<file path="config.mk">
export PLATFORM = sky130hd
export DESIGN_NAME = slap_video
export DESIGN_NICKNAME = d
export VERILOG_FILES = /design/src/hdl/slap_video_pkg.sv /design/src/hdl/raster_if.sv /design/src/hdl/scroll_regs.sv /design/src/hdl/raster_timing.sv /design/src/hdl/layer_mixer.sv /design/src/hdl/colour_palette.sv /design/src/hdl/slap_video.sv
export SDC_FILE = /design/constraint.sdc
export NUM_CORES = 2
export LEC_CHECK = 0
export BUFFER_PORTS_ARGS = -buffer_cell sky130_fd_sc_hd__buf_2
export CAP_MARGIN = 10
export CORE_MARGIN = 3
export CORE_UTILIZATION = 40
export CTS_CLUSTER_DIAMETER = 100
export DETAILED_ROUTE_END_ITERATION = 8
export PLACE_DENSITY_LB_ADDON = 0.15
export SETUP_SLACK_MARGIN = 0.02
export SLEW_MARGIN = 20
export SYNTH_ARGS = -nofsm -noshare
export SYNTH_HDL_FRONTEND = slang
export SYNTH_HIERARCHICAL = 1
export SYNTH_SLANG_ARGS = --single-unit
export TNS_END_PERCENT = 5
</file>
<file path="constraint.sdc">
create_clock -name pixel_clk -period 3 [get_ports pixel_clk]
set_input_delay 0.6 -clock pixel_clk [delete_from_list [all_inputs] [get_ports pixel_clk]]
set_output_delay 0.6 -clock pixel_clk [all_outputs]
set_load 0.02 [all_outputs]
</file>
<file path="src/hdl/slap_video_pkg.sv">
`default_nettype none

package slap_video_pkg;

	// ==============================
	// raster geometry
	// ==============================
	localparam int H_TOTAL        = 384; // pixel clocks per line
	localparam int H_ACTIVE_START = 12;
	localparam int H_ACTIVE_END   = 268; // exclusive
	localparam int H_SYNC_START   = 300;
	localparam int H_SYNC_END     = 332;

	localparam int V_TOTAL        = 264; // lines per frame
	localparam int V_ACTIVE_START = 16;
	localparam int V_ACTIVE_END   = 240;
	localparam int V_SYNC_START   = 248;
	localparam int V_SYNC_END     = 252;

	localparam int H_W     = 9; // horizontal position width
	localparam int V_W     = 8; // vertical position width
	localparam int V_CNT_W = 9; // line counter is wider than V_W

	// ==============================
	// cpu register map
	// ==============================
	localparam logic [15:0] SCROLL_BASE       = 16'hE800; // hlo, hhi, v, mcu port
	localparam logic [15:0] SCROLL_BLOCK_MASK = 16'hFFFC;
	localparam logic [2:0]  FLIP_LATCH_SEL    = 3'd1;     // addressable latch output

	// ==============================
	// colour tables and download map
	// ==============================
	localparam int PAL_DEPTH = 256;
	localparam int PAL_W     = 4;

	localparam logic [1:0] DL_SEL_RED   = 2'd0; // dn_addr bits 9:8
	localparam logic [1:0] DL_SEL_GREEN = 2'd1;
	localparam logic [1:0] DL_SEL_BLUE  = 2'd2;

	// foreground layer has 64 palettes of 4 pens
	typedef struct packed {
		logic [5:0] pal;
		logic [1:0] pen;
	} fg_view_t;

	// sprite layer has 16 palettes of 16 pens
	typedef struct packed {
		logic [3:0] pal;
		logic [3:0] pen;
	} sp_view_t;

	// pen 0 is transparent in either view
	typedef union packed {
		fg_view_t fg;
		sp_view_t sp;
	} colour_index_t;

endpackage

`default_nettype wire

</file>
<file path="src/hdl/raster_if.sv">
`default_nettype none

interface raster_if;
	import slap_video_pkg::*;

	logic [H_W-1:0]     hcnt;   // pixel within line
	logic [V_CNT_W-1:0] vcnt;   // line within frame
	logic               hblank;
	logic               vblank;
	logic               hsync;
	logic               vsync;

	// raster generator side
	modport timing_mp (
		output hcnt,
		output vcnt,
		output hblank,
		output vblank,
		output hsync,
		output vsync
	);

	// colour output side reads levels only
	modport video_mp (
		input hblank,
		input vblank,
		input hsync,
		input vsync
	);

endinterface

`default_nettype wire

</file>
<file path="src/hdl/scroll_regs.sv">
`default_nettype none

module scroll_regs (
	input  wire logic                         pixel_clk,
	input  wire logic                         RESET_n,
	input  wire logic [15:0]                  cpu_addr_i,
	input  wire logic [7:0]                   cpu_data_i,
	input  wire logic                         cpu_mem_wr_i,
	input  wire logic                         cpu_io_wr_i,
	output logic      [slap_video_pkg::H_W-1:0] hscroll_o,
	output logic      [slap_video_pkg::V_W-1:0] vscroll_o,
	output logic                              flip_o
);
	import slap_video_pkg::*;

	logic scrl_wr;   // memory write inside the scroll block
	logic latch_wr;  // io write to the flip latch

	assign scrl_wr  = cpu_mem_wr_i && ((cpu_addr_i & SCROLL_BLOCK_MASK) == SCROLL_BASE);
	assign latch_wr = cpu_io_wr_i && (cpu_addr_i[3:1] == FLIP_LATCH_SEL);

	// ==============================
	// scroll block at E800..E803
	// ==============================
	always_ff @(posedge pixel_clk or negedge RESET_n) begin
		if (!RESET_n) begin
			hscroll_o <= '0;
			vscroll_o <= '0;
		end else if (scrl_wr) begin
			case (cpu_addr_i[1:0])
				2'd0: hscroll_o[7:0] <= cpu_data_i;    // low byte
				2'd1: hscroll_o[8]   <= cpu_data_i[0]; // ninth bit only
				2'd2: vscroll_o      <= cpu_data_i;
				default: ;                             // mcu port is not kept
			endcase
		end
	end

	// addressable latch takes its data from address bit 0
	always_ff @(posedge pixel_clk or negedge RESET_n) begin
		if (!RESET_n) begin
			flip_o <= 1'b0;
		end else if (latch_wr) begin
			flip_o <= cpu_addr_i[0];
		end
	end

	// a bus cycle is memory or io but never both
	a_wr_exclusive: assert property (
		@(posedge pixel_clk) disable iff (!RESET_n)
		!(cpu_mem_wr_i && cpu_io_wr_i)
	) else $error("memory and io write strobes high together");

endmodule

`default_nettype wire

</file>
<file path="src/hdl/raster_timing.sv">
`default_nettype none

module raster_timing (
	input  wire logic                         pixel_clk,
	input  wire logic                         RESET_n,
	input  wire logic [slap_video_pkg::H_W-1:0] hscroll_i,
	input  wire logic [slap_video_pkg::V_W-1:0] vscroll_i,
	input  wire logic                         flip_i,
	raster_if.timing_mp                       ras,
	output logic      [slap_video_pkg::H_W-1:0] hpix_o,
	output logic      [slap_video_pkg::V_W-1:0] vpix_o,
	output logic      [slap_video_pkg::H_W-1:0] hpix_scrl_o,
	output logic      [slap_video_pkg::V_W-1:0] vpix_scrl_o
);
	import slap_video_pkg::*;

	logic line_end;  // last pixel of the line
	logic frame_end; // last line of the frame

	assign line_end  = (ras.hcnt == H_W'(H_TOTAL - 1));
	assign frame_end = (ras.vcnt == V_CNT_W'(V_TOTAL - 1));

	// ==============================
	// raster counters
	// ==============================
	always_ff @(posedge pixel_clk or negedge RESET_n) begin
		if (!RESET_n) begin
			ras.hcnt <= '0;
			ras.vcnt <= '0;
		end else begin
			ras.hcnt <= line_end ? '0 : ras.hcnt + 1'b1;
			if (line_end) begin
				ras.vcnt <= frame_end ? '0 : ras.vcnt + 1'b1;
			end
		end
	end

	// sync and blank windows from this clock's count
	always_ff @(posedge pixel_clk or negedge RESET_n) begin
		if (!RESET_n) begin
			ras.hblank <= 1'b1; // count 0 lies in the border
			ras.vblank <= 1'b1;
			ras.hsync  <= 1'b0;
			ras.vsync  <= 1'b0;
		end else begin
			ras.hblank <= !((ras.hcnt >= H_ACTIVE_START) && (ras.hcnt < H_ACTIVE_END));
			ras.vblank <= !((ras.vcnt >= V_ACTIVE_START) && (ras.vcnt < V_ACTIVE_END));
			ras.hsync  <= (ras.hcnt >= H_SYNC_START) && (ras.hcnt < H_SYNC_END);
			ras.vsync  <= (ras.vcnt >= V_SYNC_START) && (ras.vcnt < V_SYNC_END);
		end
	end

	// ==============================
	// flipped and scrolled positions
	// ==============================
	// flip mirrors the line about its last pixel
	assign hpix_o = flip_i ? H_W'(H_TOTAL - 1) - ras.hcnt : ras.hcnt;
	assign vpix_o = flip_i ? ~ras.vcnt[V_W-1:0] : ras.vcnt[V_W-1:0];

	// adders wrap at their own width
	always_ff @(posedge pixel_clk) begin
		hpix_scrl_o <= hpix_o + hscroll_i; // mod 512
		vpix_scrl_o <= vpix_o + vscroll_i; // mod 256
	end

	a_cnt_range: assert property (
		@(posedge pixel_clk) disable iff (!RESET_n)
		(ras.hcnt < H_TOTAL) && (ras.vcnt < V_TOTAL)
	) else $error("raster counter beyond frame size");

endmodule

`default_nettype wire

</file>
<file path="src/hdl/layer_mixer.sv">
`default_nettype none

module layer_mixer (
	input  wire logic                          pixel_clk,
	input  wire logic                          RESET_n,
	input  wire slap_video_pkg::colour_index_t fg_pix_i,
	input  wire slap_video_pkg::colour_index_t sp_pix_i,
	input  wire slap_video_pkg::colour_index_t bg_pix_i,
	output slap_video_pkg::colour_index_t      colour_idx_o
);
	import slap_video_pkg::*;

	logic          fg_opaque;
	logic          sp_opaque;
	colour_index_t mix_sel;

	// transparency is judged in each layer's own view
	assign fg_opaque = (fg_pix_i.fg.pen != '0);
	assign sp_opaque = (sp_pix_i.sp.pen != '0);

	// ==============================
	// priority fg > sprites > bg
	// ==============================
	always_comb begin
		if (fg_opaque) begin
			mix_sel = fg_pix_i;
		end else if (sp_opaque) begin
			mix_sel = sp_pix_i;
		end else begin
			mix_sel = bg_pix_i; // bg has no transparent pen
		end
	end

	always_ff @(posedge pixel_clk or negedge RESET_n) begin
		if (!RESET_n) begin
			colour_idx_o <= '0;
		end else begin
			colour_idx_o <= mix_sel;
		end
	end

endmodule

`default_nettype wire

</file>
<file path="src/hdl/colour_palette.sv">
`default_nettype none

module colour_palette (
	input  wire logic                          pixel_clk,
	input  wire logic                          RESET_n,
	input  wire slap_video_pkg::colour_index_t colour_idx_i,
	input  wire logic [9:0]                    dn_addr_i,
	input  wire logic [7:0]                    dn_data_i,
	input  wire logic                          dn_wr_i,
	raster_if.video_mp                         ras,
	output logic      [slap_video_pkg::PAL_W-1:0] red_o,
	output logic      [slap_video_pkg::PAL_W-1:0] green_o,
	output logic      [slap_video_pkg::PAL_W-1:0] blue_o,
	output logic                               h_blank_o,
	output logic                               v_blank_o,
	output logic                               h_sync_o,
	output logic                               v_sync_o
);
	import slap_video_pkg::*;

	logic [PAL_W-1:0] red_mem   [PAL_DEPTH];
	logic [PAL_W-1:0] green_mem [PAL_DEPTH];
	logic [PAL_W-1:0] blue_mem  [PAL_DEPTH];

	logic [$clog2(PAL_DEPTH)-1:0] rd_addr;
	logic [$clog2(PAL_DEPTH)-1:0] wr_addr;
	logic [3:0]                   ras_d1; // {hblank, vblank, hsync, vsync}
	logic [3:0]                   ras_d2;

	assign rd_addr = colour_idx_i; // whole byte in either view
	assign wr_addr = dn_addr_i[7:0];

	// ==============================
	// download port
	// ==============================
	always_ff @(posedge pixel_clk) begin
		if (dn_wr_i) begin
			case (dn_addr_i[9:8])
				DL_SEL_RED:   red_mem[wr_addr]   <= dn_data_i[PAL_W-1:0];
				DL_SEL_GREEN: green_mem[wr_addr] <= dn_data_i[PAL_W-1:0];
				DL_SEL_BLUE:  blue_mem[wr_addr]  <= dn_data_i[PAL_W-1:0];
				default: ; // fourth slot unused
			endcase
		end
	end

	// one registered read of all three tables
	always_ff @(posedge pixel_clk or negedge RESET_n) begin
		if (!RESET_n) begin
			red_o   <= '0;
			green_o <= '0;
			blue_o  <= '0;
		end else begin
			red_o   <= red_mem[rd_addr];
			green_o <= green_mem[rd_addr];
			blue_o  <= blue_mem[rd_addr];
		end
	end

	// ==============================
	// raster levels, two stages
	// ==============================
	// mixer stage plus table stage
	always_ff @(posedge pixel_clk or negedge RESET_n) begin
		if (!RESET_n) begin
			ras_d1 <= 4'b1100; // blanked without sync
			ras_d2 <= 4'b1100;
		end else begin
			ras_d1 <= {ras.hblank, ras.vblank, ras.hsync, ras.vsync};
			ras_d2 <= ras_d1;
		end
	end

	assign h_blank_o = ras_d2[3];
	assign v_blank_o = ras_d2[2];
	assign h_sync_o  = ras_d2[1];
	assign v_sync_o  = ras_d2[0];

endmodule

`default_nettype wire

</file>
<file path="src/hdl/slap_video.sv">
`default_nettype none

module slap_video (
	input  wire logic                          pixel_clk,
	input  wire logic                          RESET_n,
	// cpu side
	input  wire logic [15:0]                   cpu_addr_i,
	input  wire logic [7:0]                    cpu_data_i,
	input  wire logic                          cpu_mem_wr_i,
	input  wire logic                          cpu_io_wr_i,
	// layer pixels from the tile and sprite engines
	input  wire slap_video_pkg::colour_index_t fg_pix_i,
	input  wire slap_video_pkg::colour_index_t sp_pix_i,
	input  wire slap_video_pkg::colour_index_t bg_pix_i,
	// colour table download
	input  wire logic [9:0]                    dn_addr_i,
	input  wire logic [7:0]                    dn_data_i,
	input  wire logic                          dn_wr_i,
	// video out
	output logic      [slap_video_pkg::PAL_W-1:0] red_o,
	output logic      [slap_video_pkg::PAL_W-1:0] green_o,
	output logic      [slap_video_pkg::PAL_W-1:0] blue_o,
	output logic                               h_blank_o,
	output logic                               v_blank_o,
	output logic                               h_sync_o,
	output logic                               v_sync_o,
	// positions back to the layer engines
	output logic      [slap_video_pkg::H_W-1:0]   hpix_o,
	output logic      [slap_video_pkg::V_W-1:0]   vpix_o,
	output logic      [slap_video_pkg::H_W-1:0]   hpix_scrl_o,
	output logic      [slap_video_pkg::V_W-1:0]   vpix_scrl_o
);
	import slap_video_pkg::*;

	logic [H_W-1:0] hscroll;
	logic [V_W-1:0] vscroll;
	logic           flip;
	colour_index_t  colour_idx;

	raster_if ras ();

	scroll_regs u_scroll_regs (
		.pixel_clk    (pixel_clk),
		.RESET_n      (RESET_n),
		.cpu_addr_i   (cpu_addr_i),
		.cpu_data_i   (cpu_data_i),
		.cpu_mem_wr_i (cpu_mem_wr_i),
		.cpu_io_wr_i  (cpu_io_wr_i),
		.hscroll_o    (hscroll),
		.vscroll_o    (vscroll),
		.flip_o       (flip)
	);

	raster_timing u_raster_timing (
		.pixel_clk   (pixel_clk),
		.RESET_n     (RESET_n),
		.hscroll_i   (hscroll),
		.vscroll_i   (vscroll),
		.flip_i      (flip),
		.ras         (ras.timing_mp),
		.hpix_o      (hpix_o),
		.vpix_o      (vpix_o),
		.hpix_scrl_o (hpix_scrl_o),
		.vpix_scrl_o (vpix_scrl_o)
	);

	layer_mixer u_layer_mixer (
		.pixel_clk    (pixel_clk),
		.RESET_n      (RESET_n),
		.fg_pix_i     (fg_pix_i),
		.sp_pix_i     (sp_pix_i),
		.bg_pix_i     (bg_pix_i),
		.colour_idx_o (colour_idx)
	);

	colour_palette u_colour_palette (
		.pixel_clk    (pixel_clk),
		.RESET_n      (RESET_n),
		.colour_idx_i (colour_idx),
		.dn_addr_i    (dn_addr_i),
		.dn_data_i    (dn_data_i),
		.dn_wr_i      (dn_wr_i),
		.ras          (ras.video_mp),
		.red_o        (red_o),
		.green_o      (green_o),
		.blue_o       (blue_o),
		.h_blank_o    (h_blank_o),
		.v_blank_o    (v_blank_o),
		.h_sync_o     (h_sync_o),
		.v_sync_o     (v_sync_o)
	);

endmodule

`default_nettype wire

</file>
==> After elaboration in Yosys (flattened, before gate mapping) <==
Memories as Yosys holds them, arrays and structs flattened. A register that Yosys moved wholly into a read port is not among the register bits.
Cells that the tools add are included.
{ "word_totals": {"reg_bits": 73, "ramBits": 3072, "wordCells": 73, "memories": 3} }
{ "mem_list": {"columns": ["memory", "words", "width", "rd", "rd_ports_with_merged_regs", "wr", "line_no", "rtl"], "rows": [
  ["u_colour_palette.blue_mem", 256, 4, 1, 1, 1, "colour_palette.sv:23", "logic [PAL_W-1:0] blue_mem [PAL_DEPTH];"],
  ["u_colour_palette.green_mem", 256, 4, 1, 1, 1, "colour_palette.sv:22", "logic [PAL_W-1:0] green_mem [PAL_DEPTH];"],
  ["u_colour_palette.red_mem", 256, 4, 1, 1, 1, "colour_palette.sv:21", "logic [PAL_W-1:0] red_mem [PAL_DEPTH];"]
]} }
{ "op_classes": {"addsub": 5, "order_cmp": 8, "n_eq_ne": 8, "muxes": 15, "n_bitwise": 1, "reduce_logical": 18} }
{ "ops": {"columns": ["cell", "n"], "rows": [
  ["$mux 9", 3],
  ["$mux 8", 3],
  ["$add 9x1->9 const B", 2],
  ["$eq 9x9->1 const B", 2],
  ["$lt 9x8->1 const B", 2],
  ["$lt 9x9->1 const B", 2],
  ["$eq 14x14->1 const B", 1],
  ["$add 9x9->9", 1],
  ["$ge 9x4->1 const B", 1],
  ["$ge 9x5->1 const B", 1],
  ["$ge 9x8->1 const B", 1],
  ["$ge 9x9->1 const B", 1],
  ["$mux 1", 9],
  ["$sub 9x9->9 const A", 1],
  ["$add 8x8->8", 1],
  ["$not 8->8", 1],
  ["$logic_and 1x1->1", 6],
  ["$reduce_and 2->1", 3],
  ["$logic_not 1->1", 5],
  ["$eq 2x1->1 const B", 2],
  ["$eq 2x2->1 const B", 2],
  ["$logic_not 2->1", 2],
  ["$reduce_bool 4->1", 1],
  ["$eq 3x1->1 const B", 1],
  ["$reduce_bool 2->1", 1]
]} }

==> Longest topological paths before layout <==
{ "depth": {"depth_word": 4, "depth_mapped": 11, "depth_no_buf": 8} }

==> Cells and area by module <==
The synthesis kept the hierarchy.
{ "modules_own_cells": {"columns": ["module", "instances", "cells_each", "area_each_um2", "seq_area_each_um2"], "rows": [
  ["colour_palette", 1, 6103, 121121.2, 92754.0],
  ["raster_timing", 1, 232, 2318.5, 893.4],
  ["scroll_regs", 1, 50, 814.5, 450.4],
  ["layer_mixer", 1, 33, 356.6, 200.2]
]} }

==> Worst setup path before layout <==
Ideal clock, no wire load.
{ "synth_path": {"path_type": "in2reg", "startpoint": "input port dn_addr_i[9]", "endpoint": "memory u_colour_palette.red_mem[113][0] (enable)", "setup_ns": 0.329, "t_arrival_ns": 2.112, "path_slack_ns": 0.559, "stages": 5, "path_cell_list": "nor3b_1 clkbuf_1 nand2_1 clkbuf_1 nor2_1"} }
{ "synth_between": {"elab_chain_len": 4} }
{ "synth_lines": {"columns": ["element", "line_no", "rtl"], "rows": [
  ["start: declaration", "slap_video.sv:16", "input wire logic [9:0] dn_addr_i,"],
  ["$logic_not 2->1", "colour_palette.sv:38", "case (dn_addr_i[9:8])"],
  ["$mux 1", "colour_palette.sv:38", null],
  ["$mux 1", "colour_palette.sv:37", "if (dn_wr_i) begin"],
  ["$mux 1 (not written as such)", "colour_palette.sv:39", "DL_SEL_RED: red_mem[wr_addr] <= dn_data_i[PAL_W-1:0];"],
  ["end: declaration", "colour_palette.sv:21", null]
]} }
Every way passes these cells.

==> results.md <==
- Status: complete, no violations
- Worst setup SP type: flip-flop
- Cells after DPL: 10692
- Vias: 64629
- Final Critical Period: 2.95 ns
- Clock skew: 0.0315 ns
- Die Span X: 564 microns
- Via/cell ratio: 5.70
- Hold Slack: 0.0781 ns
- Routed len/inst: 30.1 microns
- Die Y-Extent: 564 microns
- Worst-path clk slew: 0.06 ns
- Maxcap violations: 0
- Fraction of layout cells with a size suffix above 1: 0.264
- Area growth, synth to finish: 15.9%
- Synth Area per Inst: 19.4 sq um
- DP HPWL: 219000 microns
- Logic pwr share: 0.071
- Int Pwr: 74.9 mW
- Critical path origin: u_layer_mixer/colour_idx_o[0]$_DFF_PN0_
- Clock Path Buffers: 4
- Achievable frequency: 339 MHz
- VDD IR-drop max: 444 uV
- Clock power frac: 0.425
- RSZ-0062 raised after global routing: true
- Final hold vios: 0
- Sw frac: 0.224
- Initial Util: 0.403
- Crit path DAT: 3.71 ns
- Clk sink count: 3157
- Root buf cell: clkbuf_16
- Final setup viols: 0
- Worst hold-check path type: input port to flip-flop
- NetSw: 21.6 mW
- Fillers: 26001
- # rows: 204
- Total global routing overflow: 0
- P_leak: 45.9 nW
- Worst r2r path cells: 8
- Post-Route WL: 342000 microns
- Tot Pwr: 96.5 mW
- Fin cells: 11338
- CTS tree: yes
- 1st-pass router iterations: 5
- WS Path Type: flip-flop to flip-flop
- Slew Viols, Final: 0
- Measured slew at the worst slew-check pin: 0.862 ns
- GRT Total Usage: 0.212
- Synthesized Nets: 6514
- Last element of the critical path: u_colour_palette/red_o[2]$_DFF_PN0_
- Hold Crit Depth: 3
- Number of buffers created by CTS: 338
- Synth Instances: 6417
- R2r startpoint: u_layer_mixer/colour_idx_o[0]$_DFF_PN0_
- Rel. slew slack: 0.425
- Post-Syn Area: 125000 sq um
- Post-DRT Antenna Nets: 0
- # port buffers: 116
- Seq pwr share: 0.504
- Final Wtd Congestion: 0.828
- # H-tree levels: 5
- Fin crit share: 0.983
- Placeable Area: 309000 sq um
- IO Count: 121
- R2r endpoint: u_colour_palette/red_o[2]$_DFF_PN0_
- Number of global-route vias before repair: 66420
- Full die area: 318000 sq um
- Design Area, Final: 144000 sq um
- Nets: 7029
- Synth Warn #: 6
- DRT iter0 DRCs: 7006
- Multi-input gate area: 28100 sq um
- Global-route wire length before repair: 488000 microns
- Placed cell area: 133000 sq um
- DRC viols: 0
- R2r setup slk: 0.05 ns
- Maximum number of pins on one net before global-route repair: 150
- Worst-path fanout max: 18
- Cell Pwr Density: 668 nW/um^2
- Required @ worst endpoint: 3.76 ns
- Crit end category: flip-flop
- Initial antenna violation count: 22
- Skew-Pair Late Insertion Delay: 0.90 ns
- Register area: 94300 sq um
-- power groups by stage --
stage | logic [mW] | clock network, mW | registers, mW
floorplan | 3.30 | 0 | 49.6
global placement | 6.77 | 0 | 49.6
detailed placement | 6.81 | 0 | 49.6
CTS | 6.86 | 42.0 | 48.7
global route | 7.22 | 43.8 | 48.7
finish | 6.83 | 41.0 | 48.7
-- metal layers --
metal	global-route usage	part of all wire
met2	0.348	0.49
met5	0	0.000038
met4	0.0621	0.030
met3	0.0298	0.065
met1	0.297	0.42
-- placed cells by master, fill, tap and decap left out, types with 13 or more instances in the layout --
cell type	instances
a211oi_1	44
a21oi_1	161
a22o_1	13
a22oi_1	229
buf_12	115
buf_2	111
buf_4	356
bufinv_16	29
clkbuf_1	59
clkbuf_16	346
clkinv_1	78
clkinv_2	65
clkinvlp_4	13
dfrtp_1	55
dfxtp_1	17
dlygate4sd3_1	16
edfxtp_1	3072
ha_1	24
inv_1	16
mux2_2	40
mux2i_1	179
mux4_2	666
nand2_1	95
nand2b_1	15
nand3_1	26
nor2_1	834
nor2b_1	21
nor3_1	35
nor4_1	20
nor4_2	25
o21ai_0	40
o221ai_1	51
o22ai_1	77
xnor2_1	16
xor2_1	23
-- per-stage QoR --
stage	util	worst slack [ns]	setup TNS (ns)
after floorplan	-	0.559	0
after global placement	0.430	-0.174	-0.412
after detailed placement	0.430	-0.0928	-0.164
after CTS	0.466	0.0210	0
after global routing	0.467	0.0000582	0
final	0.467	0.0506	0
-- final cells by class --
| cell class | instances | area share |
|---|---|---|
| clock buffer | 411 | 0.0620 |
| sequential | 3157 | 0.653 |
| clock inverter | 209 | 0.0137 |
| inverter | 17 | 0.000442 |
| timing repair buffer | 613 | 0.0410 |
| multi-input combinational | 2805 | 0.194 |
| tap | 4120 | 0.0357 |
| antenna | 6 | 0.000104 |
-- worst max-delay path, stage by stage, from the launching register on --
cell	delay [ns]
dfrtp_4	0.50
buf_12	0.18
buf_4	0.30
mux4_2	0.55
mux2i_1	0.15
nor2_1	0.11
o32ai_1	0.52
a2bb2oi_1	0.37
nor4_1	0.12
-- how the worst min path moves through the flow --
stage	start	to	slack, ns
after floorplan	RESET_n	u_colour_palette/blue_o[0]$_DFF_PN0_	0.30
after global placement	u_raster_timing/ras.vsync$_DFF_PN0_	u_colour_palette/ras_d1[0]$_DFF_PN0_	0.34
after detailed placement	u_raster_timing/ras.hsync$_DFF_PN0_	u_colour_palette/ras_d1[1]$_DFF_PN0_	0.34
after CTS	fg_pix_i[6]	u_layer_mixer/colour_idx_o[6]$_DFF_PN0_	0.008
after global routing	fg_pix_i[6]	u_layer_mixer/colour_idx_o[6]$_DFF_PN0_	0.05
final	fg_pix_i[6]	u_layer_mixer/colour_idx_o[6]$_DFF_PN0_	0.08
-- registers in the layout (all words and copies together), names as in the netlist, 4 cells and up --
name and count:
u_colour_palette/red_o 4, u_raster_timing/ras.hcnt 9, u_raster_timing/ras.vcnt 9, u_raster_timing/hpix_scrl_o 9, u_raster_timing/vpix_scrl_o 8, u_scroll_regs/vscroll_o 8, u_colour_palette/ras_d2 4, u_colour_palette/blue_mem 1024
u_colour_palette/ras_d1 4, u_scroll_regs/hscroll_o 9, u_layer_mixer/colour_idx_o 8, u_colour_palette/blue_o 4, u_colour_palette/green_o 4, u_colour_palette/red_mem 1024, u_colour_palette/green_mem 1024
-- repair_timing --
action	CTS	global route
gates cloned	0	0
gates resized for setup	7	29
endpoints found under the setup margin	6	12
buffers inserted	0	4
pin swaps	0	2
hold buffers	16	0
endpoints found under the hold margin	43	0
No activity file was read; power rests on OpenSTA's default activity.
